## src/bridge_proto_pkg.sv

```systemverilog
package bridge_proto_pkg;

  // Basic data widths
  localparam int BYTE_W = 8;
  localparam int WORD_W = 32;
  localparam int WORD_BYTES = WORD_W / BYTE_W;

  // Requests carry a full 16-bit word address from the header
  localparam int REQ_ADDR_W = 16;

  // Opcodes, first byte of every bulk OUT frame
  localparam logic [BYTE_W-1:0] OP_WRITE = 8'h57;  // ASCII 'W'
  localparam logic [BYTE_W-1:0] OP_READ = 8'h52;  // ASCII 'R'

  // Header layout: opcode, address low, address high, count
  localparam int HDR_BYTES = 4;
  localparam int HDR_OP = 0;
  localparam int HDR_ADDR_LO = 1;
  localparam int HDR_ADDR_HI = 2;
  localparam int HDR_COUNT = 3;  // Read length in words, 0 means 256

  // Default sizing, 512 words is the 2048-byte store
  localparam int DEF_ADDR_WIDTH = 9;
  localparam int DEF_FIFO_DEPTH = 4;

endpackage

```

## src/stream_fifo.sv

```systemverilog
module stream_fifo #(
  parameter int DEPTH = bridge_proto_pkg::DEF_FIFO_DEPTH,
  parameter type payload_t = logic [7:0]
) (
  input  logic                             clock_i,
  input  logic                             rst_n_i,
  input  logic                             in_valid_i,
  output logic                             in_ready_o,
  input  payload_t                         in_data_i,
  output logic                             out_valid_o,
  input  logic                             out_ready_i,
  output payload_t                         out_data_o,
  output logic [$clog2(DEPTH + 1) - 1:0]   count_o
);

  localparam int PTR_W = (DEPTH > 1) ? $clog2(DEPTH) : 1;
  localparam int CNT_W = $clog2(DEPTH + 1);

  payload_t mem_q [DEPTH];
  logic [PTR_W-1:0] wr_ptr_q;
  logic [PTR_W-1:0] rd_ptr_q;
  logic [CNT_W-1:0] count_q;
  logic push_w;
  logic pop_w;

  // Pointers wrap at DEPTH, which need not be a power of two
  function automatic logic [PTR_W-1:0] ptr_inc(input logic [PTR_W-1:0] ptr);
    return (ptr == PTR_W'(DEPTH - 1)) ? '0 : ptr + 1'b1;
  endfunction

  assign in_ready_o = (count_q != CNT_W'(DEPTH));
  assign out_valid_o = (count_q != '0);
  assign out_data_o = mem_q[rd_ptr_q];  // Head entry, valid while not empty
  assign count_o = count_q;

  assign push_w = in_valid_i && in_ready_o;
  assign pop_w = out_valid_o && out_ready_i;

  always_ff @(posedge clock_i or negedge rst_n_i) begin
    if (!rst_n_i) begin
      wr_ptr_q <= '0;
      rd_ptr_q <= '0;
      count_q <= '0;
    end else begin
      if (push_w) wr_ptr_q <= ptr_inc(wr_ptr_q);
      if (pop_w) rd_ptr_q <= ptr_inc(rd_ptr_q);
      case ({push_w, pop_w})
        2'b10:   count_q <= count_q + 1'b1;
        2'b01:   count_q <= count_q - 1'b1;
        default: count_q <= count_q;  // Both or neither
      endcase
    end
  end

  always_ff @(posedge clock_i) begin
    if (push_w) mem_q[wr_ptr_q] <= in_data_i;
  end

endmodule

```

## config.mk

```make
export PLATFORM = sky130hd
export DESIGN_NAME = stream_fifo
export DESIGN_NICKNAME = d
export VERILOG_FILES = /design/src/bridge_proto_pkg.sv /design/src/stream_fifo.sv
export SDC_FILE = /design/constraint.sdc
export NUM_CORES = 1
export LEC_CHECK = 0
export ABC_AREA = 1
export BUFFER_PORTS_ARGS = -buffer_cell sky130_fd_sc_hd__buf_2
export CAP_MARGIN = 20
export CORE_MARGIN = 2
export CORE_UTILIZATION = 53
export CTS_BUF_LIST = sky130_fd_sc_hd__clkbuf_2 sky130_fd_sc_hd__clkbuf_4 sky130_fd_sc_hd__clkbuf_8
export CTS_CLUSTER_DIAMETER = 60
export DETAILED_ROUTE_END_ITERATION = 10
export GPL_ROUTABILITY_DRIVEN = 0
export PLACE_DENSITY = 0.78
export SYNTH_ARGS = -nofsm -noshare
export SYNTH_HDL_FRONTEND = slang
export SYNTH_SLANG_ARGS = --single-unit
```

## constraint.sdc

```tcl
create_clock -name clock_i -period 1.7 [get_ports clock_i]
set_clock_uncertainty 0.05 [all_clocks]
set_input_delay 0.34 -clock clock_i [delete_from_list [all_inputs] [get_ports clock_i]]
set_output_delay 0.34 -clock clock_i [all_outputs]
set_load 0.1 [all_outputs]
```

==> flow_summary.yaml <==
critical_path:
  crit_fanout: 33
  required_ns: 1.31
  path_class: "reg -> out"
  critPathArrivalTime_ns: 1.42
  crit_chain: "buf_12, o211ai_1, nand2_2, buf_12"
  max_stage_delay_ns: 0.41
  path_common_cell: "buf_12"
  cp_slowest_cell: "dfrtp_1"
  start_kind: "flip-flop"
  cp-end-kind: "primary output"
synthesis:
  yosysSeqAreaShare_pct: 63.9
  synthesis.instances: 152
  synth_edf_count: 32
  synth_cell_types: 19
  synthArstFlopShare_pct: 17.9
  synthTopCellsByArea: "edfxtp_1, dfrtp_1, nand2_1"
  yosysTopAreaCellShare_pct: 54.1
  synth_seq_cells: 39
  synth_most_common_cell: "nand2_1"
  syn_nets: 171
  ys_warn_count: 0
  synth_area_per_cell_sq_um: 11.7
  syn_area_sq_um: 1780
  synth_largest_area_cell: "edfxtp_1"
  netlist_top_cells_count: "nand2_1, edfxtp_1, inv_1"
  dominantRegCellSynth: "edfxtp_1"
detailed_routing:
  drc: 0
  firstDrtPassIters: 4
  wl_microns: 3290
  ant_nets: 0
  drtIter0Drc: 45
  viasPerCell: 4.97
  wl_per_cell_microns: 13.4
  vias: 1218
timing:
  setup_viol: 12
  whs_ns: 0.145
  drv_slew: 0
  finalSetupTns_ns: -0.868
  slew_headroom_pct: 68.1
  hold_viol: 0
  setup_ws_ns: -0.111
  finalCritPeriodShare_pct: 107
  max_clock_freq_ghz: 0.552
  period_minus_slack_ns: 1.81
  rsz0062_at_grt: "true"
  tightestPinTransition_ns: 0.482
run_status:
  status: "finished with violations"
  violations: "negative setup slack"
placed_design:
  numPortBuffers: 24
  dpl.hpwl_microns: 2220
floorplanning:
  die_w_microns: 61.9
  core_sq_um: 3280
  die_h_microns: 61.9
  num_io_pins: 25
  rows: 21
  die-area_sq_um: 3830
  start_util_pct: 54.1
final_layout:
  drive_gt1_share_pct: 38.7
  syn_to_final_growth_pct: 34.5
  fin_nets: 217
  insertedDiodeCount: 0
  fill_cells: 216
cts:
  clk_latency_ns: 0.35
  cts_tree: "yes"
  h-tree-depth: 2
  clk_pin_slew_ns: 0.11
  max-clock-path-buffers: 2
  clock_sinks: 39
  cts_made_buffers: 5
  cts_root_buf: "clkbuf_4"
global_route:
  grt_pass1_wl_microns: 5350
  grt_use_total_pct: 20.6
  antenna_found_initial: 0
  grt_start_max_net_pins: 34
  grt-ovfl-total: 0
  grt_pass1_vias: 1235
job:
  max_cap_violations: 0
hold_path:
  min_path_type: "in -> reg"
metrics by stage:
step	cell area, sq um	setup slack [ns]	utilization, %	instances
2_1_floorplan	1840	-0.502	-	152
3_3_place_gp	2180	0.0592	66.4	227
3_5_place_dp	2180	-0.00902	66.4	227
4_1_cts	2370	-0.126	72.0	243
5_1_grt	2390	-0.181	72.8	245
6_report	2390	-0.111	72.8	245
metal layers:
layer | routed length [microns] | vias to the layer above | part of all wire, % | track usage (%)
li1 | - | 598 | - | -
met1 | 1260 | 578 | 38 | 22.2
met2 | 1780 | 30 | 54 | 36.1
met3 | 135 | 12 | 4.1 | 5.38
met4 | 111 | 0 | 3.4 | 12.5
met5 | 0 | - | 0 | 0
sequential cells by signal (all words and copies together), names as in the netlist:
| name | cells |
|---|---|
| count_o | 3 |
| mem_q | 32 |
| rd_ptr_q | 2 |
| wr_ptr_q | 2 |
layout by cell type (no fill, tap or decap), types with 2 or more instances in the layout:
cell type  count
o211ai_1      15
buf_2         12
ha_1           5
buf_12        11
dfrtp_1        4
nand2_1       28
inv_1         24
nand2_2        9
buf_6          2
nand3_1        5
inv_6          2
nand2_4        2
clkbuf_4       5
edfxtp_1      32
dfrtp_4        3
buf_4         18
inv_4          3
nor2_1         6
nand3_4        2
logic make-up (layout without fill, tap and decap cells):
family                   count (synthesis)  after routing  share of synthesized area (%)
XOR/XNOR                                 1              1                          0.493
buffers and inverters                   35             82                           9.51
flip-flops                              39             39                           63.9
adder cells (fa/ha/maj)                  7              7                           5.35
AO/OA/AOI/OAI                           17             17                           7.32
AND/OR/NAND/NOR                         53             53                           13.4
final cells by class:
class / count / area [sq um] / share of cell area, %
Timing Repair Buffer: 44 / 448 / 18.7
Sequential cell: 39 / 1150 / 48.0
Inverter: 30 / 130 / 5.45
Clock inverter: 3 / 43.8 / 1.83
Clock buffer: 5 / 37.5 / 1.57
Tap cell: 46 / 57.6 / 2.41
Multi-Input combinational cell: 78 / 526 / 22.0
critical path, delay by kind of cell (launching register included):
kind            cells  cell delay, ns
compound gates      1            0.21
buf+inv             2            0.34
flops               1            0.41
simple gates        1            0.10
timing repair:
| item | 4_1_cts | 5_1_grt |
|---|---|---|
| buffers inserted | 7 | 2 |
| gates cloned | 0 | 0 |
| endpoints found under the setup margin | 12 | 12 |
| gates resized for setup | 13 | 3 |
| pin swaps | 12 | 3 |
| hold endpoints to repair | 7 | 0 |
| hold buffers | 1 | 0 |
final timing paths:
path,start,endpoint,slack (ns),cells after the start
setup / recovery,rd_ptr_q[0],out_data_o[7],-0.11,4
hold reg to reg,wr_ptr_q[1],wr_ptr_q[1],0.52,2
hold / removal,in_data_i[1],mem_q[0][1],0.14,1
max in group asynchronous,rst_n_i,count_o[2],1.14,2
min in group asynchronous,rst_n_i,count_o[1],0.28,2
setup reg to reg,count_o[0],count_o[2],-0.02,10
Power is not shown: default switching activity piles up to over one toggle a cycle in this logic, so the estimate is an artifact.
