<file path="config.mk">
export PLATFORM = sky130hd
export DESIGN_NAME = bulk_frame_decoder
export DESIGN_NICKNAME = d
export VERILOG_FILES = /design/src/bridge_proto_pkg.sv /design/src/bridge_types_pkg.sv /design/src/bulk_frame_decoder.sv
export SDC_FILE = /design/constraint.sdc
export NUM_CORES = 1
export LEC_CHECK = 0
export BUFFER_PORTS_ARGS = -buffer_cell sky130_fd_sc_hd__buf_2
export CAP_MARGIN = 20
export CORE_ASPECT_RATIO = 1.1
export CORE_MARGIN = 10
export CORE_UTILIZATION = 40
export DETAILED_ROUTE_END_ITERATION = 7
export SLEW_MARGIN = 0
export SYNTH_ARGS = -nofsm -noshare
export SYNTH_HDL_FRONTEND = slang
export SYNTH_SLANG_ARGS = --single-unit
</file>
<file path="constraint.sdc">
create_clock -name clock_i -period 2.83 [get_ports clock_i]
set_input_delay 0.4245 -clock clock_i [delete_from_list [all_inputs] [get_ports clock_i]]
set_output_delay 0.4245 -clock clock_i [all_outputs]
set_load 0.01 [all_outputs]
</file>
<file path="src/bridge_proto_pkg.sv">
package bridge_proto_pkg;

  // Basic data widths
  localparam int BYTE_W = 8;
  localparam int WORD_W = 32;
  localparam int WORD_BYTES = WORD_W / BYTE_W;

  // Requests carry a full 16-bit word address from the header
  localparam int REQ_ADDR_W = 16;

  // Opcodes, first byte of every bulk OUT frame
  localparam logic [BYTE_W-1:0] OP_WRITE = 8'h57;  // ASCII 'W'
  localparam logic [BYTE_W-1:0] OP_READ = 8'h52;  // ASCII 'R'

  // Header layout: opcode, address low, address high, count
  localparam int HDR_BYTES = 4;
  localparam int HDR_OP = 0;
  localparam int HDR_ADDR_LO = 1;
  localparam int HDR_ADDR_HI = 2;
  localparam int HDR_COUNT = 3;  // Read length in words, 0 means 256

  // Default sizing, 512 words is the 2048-byte store
  localparam int DEF_ADDR_WIDTH = 9;
  localparam int DEF_FIFO_DEPTH = 4;

endpackage

</file>
<file path="src/bridge_types_pkg.sv">
package bridge_types_pkg;

  // One word request from the frame decoder to the store
  typedef struct packed {
    logic                                    write_en;  // Low for a read
    logic [bridge_proto_pkg::REQ_ADDR_W-1:0] addr;      // Store uses the low bits
    logic [bridge_proto_pkg::WORD_W-1:0]     wdata;
    logic                                    last;      // Final word of a read frame
  } mem_req_t;

  // Read result on its way to the bulk IN serializer
  typedef struct packed {
    logic [bridge_proto_pkg::WORD_W-1:0] rdata;
    logic                                last;  // Closes the bulk IN transfer
  } mem_rsp_t;

endpackage

</file>
<file path="src/bulk_frame_decoder.sv">
module bulk_frame_decoder #(
  parameter int ADDR_WIDTH = bridge_proto_pkg::DEF_ADDR_WIDTH
) (
  input  logic                                clock_i,
  input  logic                                rst_n_i,
  input  logic                                s_tvalid_i,
  output logic                                s_tready_o,
  input  logic                                s_tlast_i,
  input  logic [bridge_proto_pkg::BYTE_W-1:0] s_tdata_i,
  output logic                                req_valid_o,
  input  logic                                req_ready_i,
  output bridge_types_pkg::mem_req_t          req_data_o,
  output logic                                proto_error_o
);

  localparam int BW = bridge_proto_pkg::BYTE_W;
  localparam int WW = bridge_proto_pkg::WORD_W;
  localparam int RAW = bridge_proto_pkg::REQ_ADDR_W;
  localparam int IDX_W = $clog2(bridge_proto_pkg::WORD_BYTES);
  localparam int HDR_W = $clog2(bridge_proto_pkg::HDR_BYTES);
  localparam logic [IDX_W-1:0] IDX_LAST = IDX_W'(bridge_proto_pkg::WORD_BYTES - 1);
  localparam logic [HDR_W-1:0] H_OP = HDR_W'(bridge_proto_pkg::HDR_OP);
  localparam logic [HDR_W-1:0] H_LO = HDR_W'(bridge_proto_pkg::HDR_ADDR_LO);
  localparam logic [HDR_W-1:0] H_HI = HDR_W'(bridge_proto_pkg::HDR_ADDR_HI);
  localparam logic [HDR_W-1:0] H_CNT = HDR_W'(bridge_proto_pkg::HDR_COUNT);

  typedef enum logic [1:0] {
    ST_HDR,
    ST_WR,    // Write payload bytes
    ST_RD,    // Issuing read requests, bulk OUT stalled
    ST_DROP   // Discard until tlast
  } state_t;

  state_t state_q;
  logic [HDR_W-1:0] hdr_idx_q;
  logic [IDX_W-1:0] byte_idx_q;
  logic [ADDR_WIDTH-1:0] addr_q;
  logic [BW:0] remain_q;  // Read words left, up to 256
  logic tail_q;           // Read frame still has bytes before tlast
  logic err_q;
  logic req_valid_q;
  bridge_types_pkg::mem_req_t req_q;
  logic [BW-1:0] op_q;
  logic [BW-1:0] addr_lo_q;
  logic [WW-1:0] word_q;
  logic [WW-1:0] word_w;
  logic req_free_w;
  logic byte_acc_w;
  logic op_ok_w;
  logic wr_issue_w;
  logic rd_issue_w;

  // Request slot is free when empty or being taken this cycle
  assign req_free_w = !req_valid_q || req_ready_i;
  assign s_tready_o = (state_q == ST_HDR) || (state_q == ST_DROP) ||
                      ((state_q == ST_WR) && req_free_w);
  assign byte_acc_w = s_tvalid_i && s_tready_o;
  assign op_ok_w = (s_tdata_i == bridge_proto_pkg::OP_WRITE) ||
                   (s_tdata_i == bridge_proto_pkg::OP_READ);
  assign wr_issue_w = (state_q == ST_WR) && byte_acc_w &&
                      ((byte_idx_q == IDX_LAST) || s_tlast_i);
  assign rd_issue_w = (state_q == ST_RD) && req_free_w;

  always_comb begin
    word_w = word_q;
    word_w[byte_idx_q * BW +: BW] = s_tdata_i;  // LSB first
  end

  always_ff @(posedge clock_i or negedge rst_n_i) begin
    if (!rst_n_i) begin
      state_q <= ST_HDR;
      hdr_idx_q <= '0;
      byte_idx_q <= '0;
      addr_q <= '0;
      remain_q <= '0;
      tail_q <= 1'b0;
      err_q <= 1'b0;
      req_valid_q <= 1'b0;
    end else begin
      if (req_valid_q && req_ready_i) req_valid_q <= 1'b0;
      case (state_q)
        ST_HDR: if (byte_acc_w) begin
          hdr_idx_q <= hdr_idx_q + 1'b1;
          if (hdr_idx_q == H_HI) addr_q <= ADDR_WIDTH'({s_tdata_i, addr_lo_q});
          if ((hdr_idx_q == H_OP) && !op_ok_w) begin
            err_q <= 1'b1;
            hdr_idx_q <= '0;
            state_q <= s_tlast_i ? ST_HDR : ST_DROP;
          end else if (s_tlast_i && (hdr_idx_q != H_CNT)) begin
            err_q <= 1'b1;  // Frame shorter than its header
            hdr_idx_q <= '0;
          end else if (hdr_idx_q == H_CNT) begin
            hdr_idx_q <= '0;
            byte_idx_q <= '0;
            if (op_q == bridge_proto_pkg::OP_WRITE) begin
              state_q <= s_tlast_i ? ST_HDR : ST_WR;
            end else begin
              state_q <= ST_RD;
              remain_q <= (s_tdata_i == '0) ? {1'b1, {BW{1'b0}}} : {1'b0, s_tdata_i};
              tail_q <= !s_tlast_i;
            end
          end
        end
        ST_WR: if (byte_acc_w) begin
          byte_idx_q <= byte_idx_q + 1'b1;
          if (wr_issue_w) begin
            req_valid_q <= 1'b1;
            addr_q <= addr_q + 1'b1;  // Wraps at the top of the store
            byte_idx_q <= '0;
          end
          if (s_tlast_i) state_q <= ST_HDR;
        end
        ST_RD: if (rd_issue_w) begin
          req_valid_q <= 1'b1;
          addr_q <= addr_q + 1'b1;
          remain_q <= remain_q - 1'b1;
          if (remain_q == (BW + 1)'(1)) state_q <= tail_q ? ST_DROP : ST_HDR;
        end
        default: if (byte_acc_w && s_tlast_i) state_q <= ST_HDR;
      endcase
    end
  end

  always_ff @(posedge clock_i) begin
    if ((state_q == ST_HDR) && byte_acc_w && (hdr_idx_q == H_OP)) op_q <= s_tdata_i;
    if ((state_q == ST_HDR) && byte_acc_w && (hdr_idx_q == H_LO)) addr_lo_q <= s_tdata_i;
    if (state_q == ST_HDR) word_q <= '0;
    else if ((state_q == ST_WR) && byte_acc_w) word_q <= wr_issue_w ? '0 : word_w;
    if (wr_issue_w) begin
      req_q <= '{write_en: 1'b1, addr: RAW'(addr_q), wdata: word_w, last: 1'b0};
    end else if (rd_issue_w) begin
      req_q <= '{write_en: 1'b0, addr: RAW'(addr_q), wdata: '0,
                 last: (remain_q == (BW + 1)'(1))};
    end
  end

  assign req_valid_o = req_valid_q;
  assign req_data_o = req_q;
  assign proto_error_o = err_q;  // Sticky until reset

endmodule

</file>
==> reports/metrics.yaml <==
die:
  core_mm2: 0.0139
  ios: 66
  start_util: 0.409
  dieArea_mm2: 0.0193
  rows: 45
  chipWidth_um: 133
  die_y_um: 145
clock_tree:
  clk_latency_ns: 0.41
  post_cts_buffers: 0
  cts_inserted_buffers: 17
  numClockSinks: 118
  cts_buffer_depth: 2
  htreeDepth: 4
  clkTransAtPathRegs_ns: 0.05
  holdBufCountCts: 0
  cts_resized: 0
  cts_tree: "done"
  cts-root-buf: "clkbuf_16"
pwr:
  peakVddDrop_v: 0.000464
  power_density_mw_per_mm2: 1040
  power_leakage_nw: 2.60
logic_synthesis:
  synth_top_cell_by_area: "edfxtp_1"
  yosysTopAreaCellShare: 0.302
  synth_area_leaders: "edfxtp_1 30%, dfxtp_1 12%, dfrtp_1 12%"
  yosysSeqAreaShare: 0.541
  synthFlopType: "edfxtp_1"
  synth_cell_types: 59
  ys_async_sr_fraction: 0.229
  syn_area_per_cell_um2: 10.3
  ys_warn_count: 0
  synth_edf_count: 57
  yosys-top-cells-count: "79 x nor2_1, 57 x edfxtp_1, 45 x a21oi_1, 35 x nor2b_1, 34 x dfxtp_1"
  synth_cells: 550
  ys_ff_latch: 118
  syn_area_mm2: 0.00567
  yosysMostFrequentCell: "nor2_1"
global_route:
  overflow: 0
  antenna_found_initial: 0
  grt_pass1_wl_um: 22900
  grt_start_max_net_pins: 37
  grt.total_usage: 0.148
  grt_pass1_vias: 4339
routing:
  drt_iter0_markers: 495
  drtPass1Iterations: 5
  finalWirelength_um: 13900
  vias: 4343
  drc: 0
  wl_per_cell_um: 17.1
  drtAntennaViolNets: 0
  via_per_inst: 5.37
sta:
  whs_ns: 0.0611
  setup_violations: 0
  slew_viol_final: 0
  hold_viol: 0
  relSlewSlack: 0.336
  setup_tns_ns: 0
  rsz0062_at_grt: "no"
  tightest_slew_ns: 0.987
  max_freq_mhz: 400
  skew_ns: 0.0106
  finalCriticalPeriod_ns: 2.50
  period_share: 0.884
critical_path:
  critPathTopFamily: "compound AO/OA/AOI/OAI gates"
  crit_fanout: 13
  worst-setup-path-type: "flip-flop to flip-flop"
  path_buf_inv: 2
  end_kind: "flip-flop"
  path_cells: "inv_1 -> ha_1 -> nand2_1 -> a211oi_1 -> o211ai_2 -> buf_4 -> o21bai_1 -> mux2i_1"
  slowest_delay_ns: 0.47
  cp_slowest_cell: "a211oi_1"
  critical_path.startpoint_type: "flip-flop"
  crit_required_ns: 3.15
  arrival_ns: 2.83
layout:
  final_nets: 638
  antenna_cells: 0
  drive_gt1_frac: 0.180
  syn_to_final_growth_pct: 18.5
  nFillCells: 1293
placed_design:
  place_congestion: 0.816
  detailed_place_hpwl_um: 9350
  port_buffers: 58
outcome:
  outcome: "complete, no violations"
worst_hold_path:
  min_path_type: "primary input to async pin"
flow_run:
  maxCapViolations: 0
## routing by layer
layer / up-vias / share of wire / track usage
li1: 2090 / - / -
met1: 2102 / 0.44 / 0.180
met2: 131 / 0.49 / 0.238
met3: 20 / 0.055 / 0.0441
met4: 0 / 0.018 / 0.0648
met5: - / 0 / 0
## layout make-up
class / count / area [µm²] / area share
Sequential cell: 118 / 3070 / 0.457
Inverter: 18 / 67.6 / 0.0101
Clock buffer: 27 / 493 / 0.0734
Multi-Input combinational cell: 380 / 2370 / 0.354
Tap cell: 188 / 235 / 0.0350
Timing Repair Buffer: 73 / 400 / 0.0596
Clock inverter: 5 / 75.1 / 0.0112
## cells by family (layout without fill, tap and decap cells)
family	after synthesis	count (layout)	share of synthesized area
AND/OR/NAND/NOR	204	204	0.185
adder cells (fa/ha/maj)	17	17	0.0375
XOR/XNOR	1	1	0.00155
flip-flops	118	118	0.541
multiplexers	12	12	0.0225
AO/OA/AOI/OAI	139	139	0.166
other	1	7	0.000662
buffers and inverters	58	123	0.0448
## power by group
part | switching, mW | internal [mW] | leakage [nW]
logic | 1.51 | 0.865 | 1.18
registers | 0.234 | 2.32 | 1.13
clock network | 0.705 | 1.36 | 0.279
total | 2.45 | 4.54 | 2.60
## worst register-to-register path: cells and delay by family (launching register included)
family,cells,cell delay [ns]
AO/OA/AOI/OAI,3,0.98
adder cells (fa/ha/maj),1,0.35
buffers and inverters,2,0.39
flip-flops,1,0.40
multiplexers,1,0.13
AND/OR/NAND/NOR,1,0.18
## cell usage in the layout (no fill, tap or decap), drive strengths merged, types with 4 or more instances in the layout
cell type / count
a211oi: 5
a21oi: 46
a22oi: 33
a31oi: 8
and2: 16
and3: 9
buf: 72
clkbuf: 28
conb: 7
dfrtp: 27
dfxtp: 34
edfxtp: 57
ha: 17
inv: 18
mux2i: 9
nand2: 20
nand2b: 5
nand3: 14
nor2: 79
nor2b: 35
nor3: 10
o21ai: 12
o22a: 7
o22ai: 4
o31ai: 7
## flip-flops by register name, summed over array words and instances (netlist names)
| register | flops |
|---|---|
| req_valid_o | 1 |
| proto_error_o | 1 |
| op_q | 8 |
| addr_lo_q | 8 |
| word_q | 32 |
| state_q | 2 |
| remain_q | 9 |
| hdr_idx_q | 2 |
| req_data_o | 43 |
| byte_idx_q | 2 |
| tail_q | 1 |
| addr_q | 9 |
## worst paths after layout
check | slack, ns | depth (start not counted) | from | endpoint
min | 0.06 | 1 | rst_n_i | hdr_idx_q[0]$_DFFE_PN0P_
max in group asynchronous | 2.32 | 1 | rst_n_i | addr_q[7]$_DFFE_PN0P_
min reg2reg | 0.45 | 1 | proto_error_o$_DFFE_PN0P_ | proto_error_o$_DFFE_PN0P_
min in group clock_i | 0.43 | 1 | s_tdata_i[7] | addr_lo_q[7]$_DFFE_PP_
max | 0.33 | 8 | state_q[1]$_DFFE_PN0P_ | addr_q[0]$_DFFE_PN0P_
max reg2reg | 0.33 | 8 | state_q[1]$_DFFE_PN0P_ | addr_q[0]$_DFFE_PN0P_
## per-stage QoR
stage / instances / power, mW / setup slack [ns] / util / cell area [µm²]
after floorplan: 556 / 4.17 / 0.329 / - / 5690
after global placement: 776 / 4.90 / 0.478 / 0.443 / 6140
after detailed placement: 776 / 4.97 / 0.424 / 0.443 / 6140
after CTS: 808 / 7.04 / 0.359 / 0.484 / 6710
after global routing: 809 / 7.44 / 0.137 / 0.485 / 6710
final: 809 / 7.00 / 0.329 / 0.485 / 6710
Power figures use the tool's default switching activity.
