### src/bridge_proto_pkg.sv
package bridge_proto_pkg;

  // Basic data widths
  localparam int BYTE_W = 8;
  localparam int WORD_W = 32;
  localparam int WORD_BYTES = WORD_W / BYTE_W;

  // Requests carry a full 16-bit word address from the header
  localparam int REQ_ADDR_W = 16;

  // Opcodes, first byte of every bulk OUT frame
  localparam logic [BYTE_W-1:0] OP_WRITE = 8'h57;  // ASCII 'W'
  localparam logic [BYTE_W-1:0] OP_READ = 8'h52;  // ASCII 'R'

  // Header layout: opcode, address low, address high, count
  localparam int HDR_BYTES = 4;
  localparam int HDR_OP = 0;
  localparam int HDR_ADDR_LO = 1;
  localparam int HDR_ADDR_HI = 2;
  localparam int HDR_COUNT = 3;  // Read length in words, 0 means 256

  // Default sizing, 512 words is the 2048-byte store
  localparam int DEF_ADDR_WIDTH = 9;
  localparam int DEF_FIFO_DEPTH = 4;

endpackage

### src/bridge_types_pkg.sv
package bridge_types_pkg;

  // One word request from the frame decoder to the store
  typedef struct packed {
    logic                                    write_en;  // Low for a read
    logic [bridge_proto_pkg::REQ_ADDR_W-1:0] addr;      // Store uses the low bits
    logic [bridge_proto_pkg::WORD_W-1:0]     wdata;
    logic                                    last;      // Final word of a read frame
  } mem_req_t;

  // Read result on its way to the bulk IN serializer
  typedef struct packed {
    logic [bridge_proto_pkg::WORD_W-1:0] rdata;
    logic                                last;  // Closes the bulk IN transfer
  } mem_rsp_t;

endpackage

### src/bulk_in_serializer.sv
module bulk_in_serializer (
  input  logic                                clock_i,
  input  logic                                rst_n_i,
  input  logic                                rsp_valid_i,
  output logic                                rsp_ready_o,
  input  bridge_types_pkg::mem_rsp_t          rsp_data_i,
  output logic                                m_tvalid_o,
  input  logic                                m_tready_i,
  output logic                                m_tlast_o,
  output logic [bridge_proto_pkg::BYTE_W-1:0] m_tdata_o
);

  localparam int BW = bridge_proto_pkg::BYTE_W;
  localparam int WW = bridge_proto_pkg::WORD_W;
  localparam int IDX_W = $clog2(bridge_proto_pkg::WORD_BYTES);
  localparam logic [IDX_W-1:0] IDX_LAST = IDX_W'(bridge_proto_pkg::WORD_BYTES - 1);

  logic busy_q;
  logic [IDX_W-1:0] idx_q;
  logic [WW-1:0] sh_q;
  logic last_q;
  logic byte_acc_w;
  logic word_end_w;
  logic load_w;

  assign word_end_w = (idx_q == IDX_LAST);
  assign byte_acc_w = busy_q && m_tready_i;

  // Next word may load while the final byte of the current one leaves
  assign rsp_ready_o = !busy_q || (byte_acc_w && word_end_w);
  assign load_w = rsp_valid_i && rsp_ready_o;

  assign m_tvalid_o = busy_q;
  assign m_tdata_o = sh_q[BW-1:0];
  assign m_tlast_o = busy_q && last_q && word_end_w;

  always_ff @(posedge clock_i or negedge rst_n_i) begin
    if (!rst_n_i) begin
      busy_q <= 1'b0;
      idx_q <= '0;
    end else if (load_w) begin
      busy_q <= 1'b1;
      idx_q <= '0;
    end else if (byte_acc_w) begin
      idx_q <= idx_q + 1'b1;
      if (word_end_w) busy_q <= 1'b0;
    end
  end

  always_ff @(posedge clock_i) begin
    if (load_w) begin
      sh_q <= rsp_data_i.rdata;
      last_q <= rsp_data_i.last;
    end else if (byte_acc_w) begin
      sh_q <= sh_q >> BW;  // Next byte up, LSB first
    end
  end

endmodule

### config.mk
export PLATFORM = sky130hd
export DESIGN_NAME = bulk_in_serializer
export DESIGN_NICKNAME = d
export VERILOG_FILES = /design/src/bridge_proto_pkg.sv /design/src/bridge_types_pkg.sv /design/src/bulk_in_serializer.sv
export SDC_FILE = /design/constraint.sdc
export NUM_CORES = 1
export LEC_CHECK = 0
export BUFFER_PORTS_ARGS = -buffer_cell sky130_fd_sc_hd__buf_4
export CAP_MARGIN = 10
export CORE_MARGIN = 1.5
export CORE_UTILIZATION = 51
export DETAILED_ROUTE_END_ITERATION = 10
export HOLD_SLACK_MARGIN = 0.15
export PLACE_DENSITY = 0.78
export SLEW_MARGIN = 10
export SYNTH_ARGS = -nofsm -noshare
export SYNTH_HDL_FRONTEND = slang
export SYNTH_SLANG_ARGS = --single-unit
### constraint.sdc
create_clock -name clock_i -period 4.25 [get_ports clock_i]
set_input_delay 0.2125 -clock clock_i [delete_from_list [all_inputs] [get_ports clock_i]]
set_output_delay 0.2125 -clock clock_i [all_outputs]
set_load 0.01 [all_outputs]
==> impl_metrics.ini, run 1 <==
[run_status]
status = finished, final reports clean

[cts]
ctsHtreeMaxLevel = 2
insertion_delay_ps = 340
ctsHoldBuffers = 2
clk_pin_slew_ps = 100
cts_inserted_buffers = 5
clockRootBuffer = clkbuf_4
post_cts_resized = 0
cts_sinks = 36
cts_tree = yes
clk_path_buf_depth = 2
cts_setup_buffers = 0

[yosys]
yosysWarnings = 0
synth_edf_count = 33
ys_ff_latch = 36
async_reset_ff_share_pct = 8.33
synth_cells = 98
syn-cell-area_mm2 = 0.00169
yosysUniqueCellTypes = 19
synth.yosys.seq_area_share_pct = 63.0
synth-main-ff-cell = edfxtp_1
synth.net_count = 136
postSynthAreaPerCell_um2 = 17.3

[routing]
drt-total-wl_um = 2640
viasPerCell = 4.89
num_vias = 938
antenna_left = 0
dr.pass1.iters = 4
drt_iter0_drc = 20
post-route-drc-count = 0
wl_per_cell_um = 13.8

[timing]
worst_slack_ps = 2460
slew_violations = 0
setup_viol = 0
tightest_slew_ps = 400
slew-limit-headroom_pct = 73.3
fmax_ghz = 0.558
final_hold_viol_count = 0
period_minus_slack_ps = 1790
post-route-period-util_pct = 42.1
timing.setup.tns_ps = 0
fin_skew_ps = 11.3
rsz0062_at_grt = no

[die]
rows = 20
die_w_um = 60.6
start_util_pct = 54.5
core_mm2 = 0.00310
pin_count = 48
die_h_um = 60.6
die-area_mm2 = 0.00367

[worst_setup_path]
crit_buf_inv = 0
cp_max_fo = 25
slowest_delay_ps = 420
critical_path_arrival_ps = 1890
path_delay_family = flip-flops
r2r_setup_slack_ps = 2460
worstReg2RegEnd = sh_q[19]
required_ps = 4350
crit_path_start_kind = register
critical_path.slowest_cell = dfrtp_1
worstRegToRegCells = 4
cp-end-kind = register
crit_chain = ha_1, a21bo_4, nand2_8, mux2_2
path_class = reg2reg
timing.rr.start = idx_q[0]

[final_layout]
layout_commonest_cell = buf_4
regArea_mm2 = 0.00107
fin_area_mm2 = 0.00211
finalNetCount = 185
final_cell_mix = buf_4 (48), edfxtp_1 (33), mux2_4 (19), and3_1 (9), dlygate4sd3_1 (6)
n_antenna_cell = 0
area_growth_syn_to_layout_pct = 24.9
post_route_cells_drive_above_1_share_pct = 54.1
fillers = 236
post-route-util_pct = 68.1
multi_input_area_um2 = 514

[power_and_ir_drop]
power_w = 0.00102
peakVddDrop_mv = 0.349
power_leakage_nw = 0.960
switching_share_pct = 25.7
internal_power_w = 0.000758
p_comb_share_pct = 30.6
p_sw_w = 0.000262
pwr-share-clk_pct = 16.5
pwr-share-seq_pct = 52.9
power_density_mw_per_mm2 = 483

[placed_design]
gp_congestion = 0.657
place_area_mm2 = 0.00200
dp_slack_ps = 2460
portBuffers = 47

[flow_run]
maxCapViolCount = 0

[worst_hold_path]
min_path_cells = 2
hold_end = sh_q[0]
hold_start = rsp_data_i[1]
hp-class = in2reg

[global_routing]
grt_max_degree = 33
track_usage_pct = 15.2
grt_pass1_vias = 926
grt_pass1_wl_um = 3940
antenna_found_initial = 0
globalRouteOverflowTotal = 0
[routing by layer]
metal / track usage, % / share of wire (%) / wire length [µm]
met5: 0 / 0 / 0
met4: 5.59 / 1.2 / 33
met3: 5.97 / 6.9 / 183
met2: 26.6 / 53 / 1390
met1: 16.8 / 39 / 1040
[sequential cells by signal, indices dropped and copies added (netlist names)]
name and cells:
m_tvalid_o 1, last_q 1, sh_q 32, idx_q 2
[cell usage after synthesis (2+ instances only)]
library cell / n / area, µm²
edfxtp_1: 33 / 991
mux2_4: 19 / 285
and3_1: 9 / 56.3
buf_4: 8 / 60.1
mux2_2: 5 / 56.3
dfrtp_1: 3 / 75.1
nand2_1: 3 / 11.3
a21oi_1: 2 / 10.0
a31oi_1: 2 / 12.5
buf_12: 2 / 40.0
clkbuf_1: 2 / 7.51
inv_1: 2 / 7.51
nand2b_1: 2 / 12.5
[worst max path at each step]
stage,start,endpoint,depth (start not counted)
2_1_floorplan,rsp_valid_i,sh_q[0],3
3_3_place_gp,idx_q[0],sh_q[21],4
3_5_place_dp,idx_q[0],sh_q[19],4
4_1_cts,idx_q[0],sh_q[19],4
5_1_grt,idx_q[0],sh_q[21],4
6_report,idx_q[0],sh_q[19],4
[area by class of cell]
class / instances / share of cell area (%)
clock buffers: 7 / 2.13
clock inverters: 1 / 0.178
inverters: 2 / 0.355
multi-input cells: 48 / 24.3
flip-flops and latches: 36 / 50.5
well taps: 44 / 2.61
repair buffers: 54 / 19.9
[per-stage QoR]
stage | std cells | hold slack (ps)
detailed placement | 178 | 4.48
global placement | 178 | 1.52
finish | 192 | 167
floorplan | 98 | -83.1
global route | 192 | 150
CTS | 188 | 152
[kinds of logic (layout without fill, tap and decap cells)]
group	Yosys count	after routing	share of synthesized area, %
AO/OA/AOI/OAI	6	6	2.59
AND/OR/NAND/NOR	17	17	6.66
buffers and inverters	14	64	6.81
multiplexers	24	24	20.2
adder cells (fa/ha/maj)	1	1	0.740
flip-flops	36	36	63.0
[power groups by stage]
stage	clock network [W]	logic (W)	registers, W
after floorplan	0	0.000257	0.000543
after global placement	0	0.000299	0.000542
after detailed placement	0	0.000311	0.000549
after CTS	0.000175	0.000313	0.000541
after global routing	0.000187	0.000341	0.000551
final	0.000168	0.000313	0.000540
(Power assumes the default switching activity.)
==> run 2: changes to the inputs <==
--- a/config.mk
+++ b/config.mk
@@ -8,10 +8,10 @@
 export BUFFER_PORTS_ARGS = -buffer_cell sky130_fd_sc_hd__buf_4
 export CAP_MARGIN = 10
 export CORE_MARGIN = 1.5
-export CORE_UTILIZATION = 51
+export CORE_UTILIZATION = 46
 export DETAILED_ROUTE_END_ITERATION = 10
 export HOLD_SLACK_MARGIN = 0.15
-export PLACE_DENSITY = 0.78
+export PLACE_DENSITY = 0.75
 export SLEW_MARGIN = 10
 export SYNTH_ARGS = -nofsm -noshare
 export SYNTH_HDL_FRONTEND = slang
==> constraint.sdc (replaced) <==
create_clock -name clock_i -period 1.6 [get_ports clock_i]
set_input_delay 0.08 -clock clock_i [delete_from_list [all_inputs] [get_ports clock_i]]
set_output_delay 0.08 -clock clock_i [all_outputs]
set_load 0.01 [all_outputs]
==> run 2 against run 1 <==
Hold slack got worse by 6.6 ps. Wire length increased by 27%. Clock-buffer cell count decreased by 2. First-iteration DRC count increased by 60%. Highest routed layer unchanged.
==> impl_metrics.ini, run 2 (synthesis results as in run 1) <==
[routing]
num_vias = 1110
highest_layer = met4
drt_iter0_drc = 32
wl_met3_um = 199
met2_length_um = 1860
dr.pass1.iters = 4
antenna_left = 0
wl_met1_um = 1240
wl_per_cell_um = 14.6
post-route-drc-count = 0
drt-total-wl_um = 3370
viasPerCell = 4.83

[die]
pin_count = 48
die_h_um = 63.6
rows = 21
die_w_um = 63.6
core_mm2 = 0.00344
die-area_mm2 = 0.00405
start_util_pct = 49.1

[cts]
clk_pin_slew_ps = 60
insertion_delay_ps = 280
cts_sinks = 36
cts_inserted_buffers = 5
clk_path_buf_depth = 2
clockRootBuffer = clkbuf_8
cts_tree = yes
ctsHtreeMaxLevel = 2

[worst_setup_path]
crit_path_start_kind = register
cp_max_fo = 6
crit_chain = ha_2, a21bo_4, nand2_4, mux2_4
slowest_delay_ps = 390
path_delay_family = flip-flops
cp-end-kind = register
required_ps = 1630
critical_path.slowest_cell = dfrtp_1
crit_buf_inv = 0
path_class = reg2reg
critical_path_arrival_ps = 1630

[placed_design]
gp_congestion = 0.649
dp_slack_ps = -71.4
dp_cells = 185
portBuffers = 47
dp_hpwl_um = 2010

[timing]
worst_slack_ps = 4.82
timing.setup.tns_ps = 0
period_minus_slack_ps = 1600
slew-limit-headroom_pct = 85.0
holdWs_ps = 160
tightest_slew_ps = 225
rsz0062_at_grt = yes
setup_viol = 0
post-route-period-util_pct = 99.7
slew_violations = 0
final_hold_viol_count = 0
fmax_ghz = 0.627
fin_skew_ps = 1.79

[power_and_ir_drop]
power_leakage_nw = 1.16
peakVddDrop_mv = 0.832
power_density_mw_per_mm2 = 1220

[final_layout]
post_route_cells_drive_above_1_share_pct = 48.4
final_cell_mix = buf_4 (53), dlygate4sd3_1 (35), edfxtp_1 (33), mux2_4 (23), and3_1 (9)
top_register = sh_q
final_cells = 230
layout_commonest_cell = buf_4
n_antenna_cell = 0
fillers = 208
post-route-util_pct = 74.0
largest_reg_flops = 32
area_growth_syn_to_layout_pct = 50.5
finalNetCount = 222
top_regs = sh_q (32), idx_q (2)

[global_routing]
globalRouteOverflowTotal = 0
grt_max_degree = 33
antenna_found_initial = 0
grt_pass1_vias = 1171
grt_pass1_wl_um = 5260
track_usage_pct = 17.5

[worst_hold_path]
hp-class = in2reg

[run_status]
status = finished, final reports clean

[flow_run]
maxCapViolCount = 0
==> run 2: metal layers <==
metal	vias up	GRT usage (%)
met3	6	6.07
met1	523	18.2
li1	531	-
met2	50	32.8
met5	-	0
met4	0	5.16
==> run 2: cell type report <==
class                           instances  area [µm²]  share of cell area, %
Multi-Input combinational cell         50         571                   22.4
Clock buffer                            5        68.8                   2.70
Tap cell                               46        57.6                   2.26
Timing Repair Buffer                   89         768                   30.2
Inverter                                2        7.51                  0.295
Clock inverter                          2        7.51                  0.295
Sequential cell                        36        1070                   41.9
==> run 2: per-stage QoR <==
stage,instance area [µm²],power [W]
after floorplan,1710,0.00213
after global placement,2070,0.00233
after detailed placement,2070,0.00240
after CTS,2510,0.00306
after global routing,2550,0.00325
final,2550,0.00311
==> run 2: final timing paths <==
path / from / to / slack [ps] / cells after the start
max in group asynchronous: rst_n_i / m_tvalid_o / 760 / 3
setup / recovery: idx_q[1] / sh_q[8] / 5 / 4
min in group asynchronous: rst_n_i / idx_q[0] / 690 / 3
hold / removal: m_tready_i / idx_q[1] / 160 / 3
setup reg to reg: idx_q[1] / sh_q[8] / 5 / 4
hold reg to reg: sh_q[12] / sh_q[4] / 550 / 1
==> run 2: worst reg2reg max path, delay by kind of cell (launching register included) <==
kind / cells / cell delay, ps
AOI/OAI and AO/OA: 1 / 280
adders and majority gates: 1 / 210
DFF: 1 / 390
muxes: 1 / 320
and+or+nand+nor: 1 / 160
==> run 2: report_power, final <==
group	switching, W	internal [W]	total [W]
clock network	0.000286	0.000287	0.000572
registers	0.0000762	0.00135	0.00143
logic	0.000444	0.000665	0.00111
==> run 2: repair_timing <==
action / CTS / global route
endpoints found under the hold margin: 36 / 0
gates cloned: 1 / 1
setup buffers: 0 / 1
pin swaps: 2 / 3
setup endpoints to repair: 24 / 16
hold buffers: 35 / 0
gates resized for setup: 1 / 4
==> run 3: changes to the inputs <==
--- a/config.mk
+++ b/config.mk
@@ -9,9 +9,11 @@
 export CAP_MARGIN = 10
 export CORE_MARGIN = 1.5
 export CORE_UTILIZATION = 46
+export CTS_CLUSTER_SIZE = 40
 export DETAILED_ROUTE_END_ITERATION = 10
 export HOLD_SLACK_MARGIN = 0.15
 export PLACE_DENSITY = 0.75
+export REMOVE_ABC_BUFFERS = 1
 export SLEW_MARGIN = 10
 export SYNTH_ARGS = -nofsm -noshare
 export SYNTH_HDL_FRONTEND = slang
==> run 3 against run 2 <==
The flow now finishes with violations (setup timing). Maximum frequency down 1.8%. Largest power group unchanged. Global-route usage increased by 0.070 points. Final cell count grew 2.2%. Hold slack better by 39 ps. Clock-buffer cell count rose by 1. Via count fell by 1.2%. Critical endpoint is now sh_q[0]. Clock power increased by 8.6%.
==> impl_metrics.ini, run 3 (synthesis results as in run 1) <==
[run_status]
status = complete, but fails checks
violations = setup timing

[global_routing]
globalRouteOverflowTotal = 0
track_usage_pct = 17.6
antenna_found_initial = 0
grt_pass1_wl_um = 5280
grt_max_degree = 21
grt_pass1_vias = 1188

[worst_setup_path]
critical_path.slowest_cell = dfrtp_1
crit_chain = ha_2, a21bo_4, nand2_8, buf_12, mux2_4
critical_path_arrival_ps = 1660
slowest_delay_ps = 400
cp-end-kind = register
required_ps = 1640
crit_path_start_kind = register
path_class = reg2reg
cp_max_fo = 8
r2r_setup_slack_ps = -20

[final_layout]
top_register = sh_q
final_cells = 235
post-route-util_pct = 75.0
largest_reg_flops = 32
multi_input_area_um2 = 524
finalNetCount = 226
area_growth_syn_to_layout_pct = 52.5
fillers = 218
layout_commonest_cell = buf_4
post_route_cells_drive_above_1_share_pct = 49.2
n_antenna_cell = 0
final_cell_mix = buf_4 (56), dlygate4sd3_1 (36), edfxtp_1 (33), mux2_4 (19), and3_1 (9)
regArea_mm2 = 0.00107
top_regs = sh_q (32), idx_q (2)

[timing]
post-route-period-util_pct = 102
worst_slack_ps = -24.2
fin_skew_ps = 6.32
holdWs_ps = 199
setup_viol = 18
tightest_slew_ps = 256
rsz0062_at_grt = yes
timing.setup.tns_ps = -198
slew-limit-headroom_pct = 82.9
period_minus_slack_ps = 1620
slew_violations = 0
final_hold_viol_count = 0
fmax_ghz = 0.616

[cts]
cts_inserted_buffers = 5
clk_pin_slew_ps = 70
clockRootBuffer = clkbuf_8
clk_path_buf_depth = 2
insertion_delay_ps = 290
ctsHtreeMaxLevel = 2
cts_sinks = 36
cts_tree = yes

[routing]
wl_per_cell_um = 14.2
dr.pass1.iters = 4
post-route-drc-count = 0
viasPerCell = 4.67
antenna_left = 0
drt-total-wl_um = 3350
num_vias = 1097
drt_iter0_drc = 34

[die]
die_w_um = 63.6
core_mm2 = 0.00344
start_util_pct = 49.1
die_h_um = 63.6
die-area_mm2 = 0.00405
rows = 21
pin_count = 48

[worst_hold_path]
hp-class = in2reg

[flow_run]
maxCapViolCount = 0

[placed_design]
dp_hpwl_um = 2030
gp_congestion = 0.739
portBuffers = 47
dp_cells = 189

[power_and_ir_drop]
power_leakage_nw = 1.17
power_w = 0.00315
peakVddDrop_mv = 0.792
power_density_mw_per_mm2 = 1220
-- run 3: changes by cell type in the layout (fill, tap and decap cells not counted), sizes merged --
cell | before | now
buf | 54 | 59
clkbuf | 5 | 6
clkinv | 2 | 1
clkinvlp | 0 | 1
dlygate4sd3 | 35 | 36
nand2 | 6 | 4
-- run 3: path summary, 6_finish.rpt --
path / from / end / depth (start not counted)
min reg2reg: sh_q[23] / sh_q[15] / 1
min in group asynchronous: rst_n_i / idx_q[0] / 3
max: idx_q[1] / sh_q[0] / 5
min: rsp_valid_i / m_tvalid_o / 3
max reg2reg: idx_q[1] / sh_q[0] / 5
max in group asynchronous: rst_n_i / m_tvalid_o / 3
-- run 3: worst max-delay path: cells and delay by family, from the launching register on --
family                     cells  cell delay [ps]
adders and majority gates      1              190
muxes                          1              300
and+or+nand+nor                1              110
DFF                            1              400
AOI/OAI and AO/OA              1              230
buffers and inverters          1              140
-- run 3: area by class of cell --
type | instances | share of cell area, %
clock buffer | 6 | 2.81
timing repair buffer | 95 | 32.6
multi-input combinational | 48 | 20.3
tap | 46 | 2.23
clock inverter | 2 | 0.436
sequential | 36 | 41.3
inverter | 2 | 0.291
-- run 3: repair_timing --
item,CTS,global route
buffers inserted,1,1
endpoints found under the setup margin,19,19
gates resized for setup,1,0
hold endpoints to repair,38,0
pin swaps,2,0
hold buffers,36,0
-- run 3: metrics by stage --
stage               worst slack, ps  cell area [µm²]
CTS                           -18.0             2570
detailed placement            -54.8             2120
floorplan                     -1660             1580
finish                        -24.2             2580
global placement              -14.8             2120
global route                  -55.0             2580
-- run 3: layer usage --
layer,wire length (µm),GRT usage [%]
met1,1370,19.0
met2,1760,31.7
met3,166,5.18
met4,56,7.34
met5,0,0
-- run 3: power breakdown --
group | switching [W] | internal [W] | total, W
Clock | 0.000320 | 0.000302 | 0.000621
Sequential | 0.0000738 | 0.00135 | 0.00142
Combinational | 0.000416 | 0.000689 | 0.00110
Total | 0.000809 | 0.00234 | 0.00315
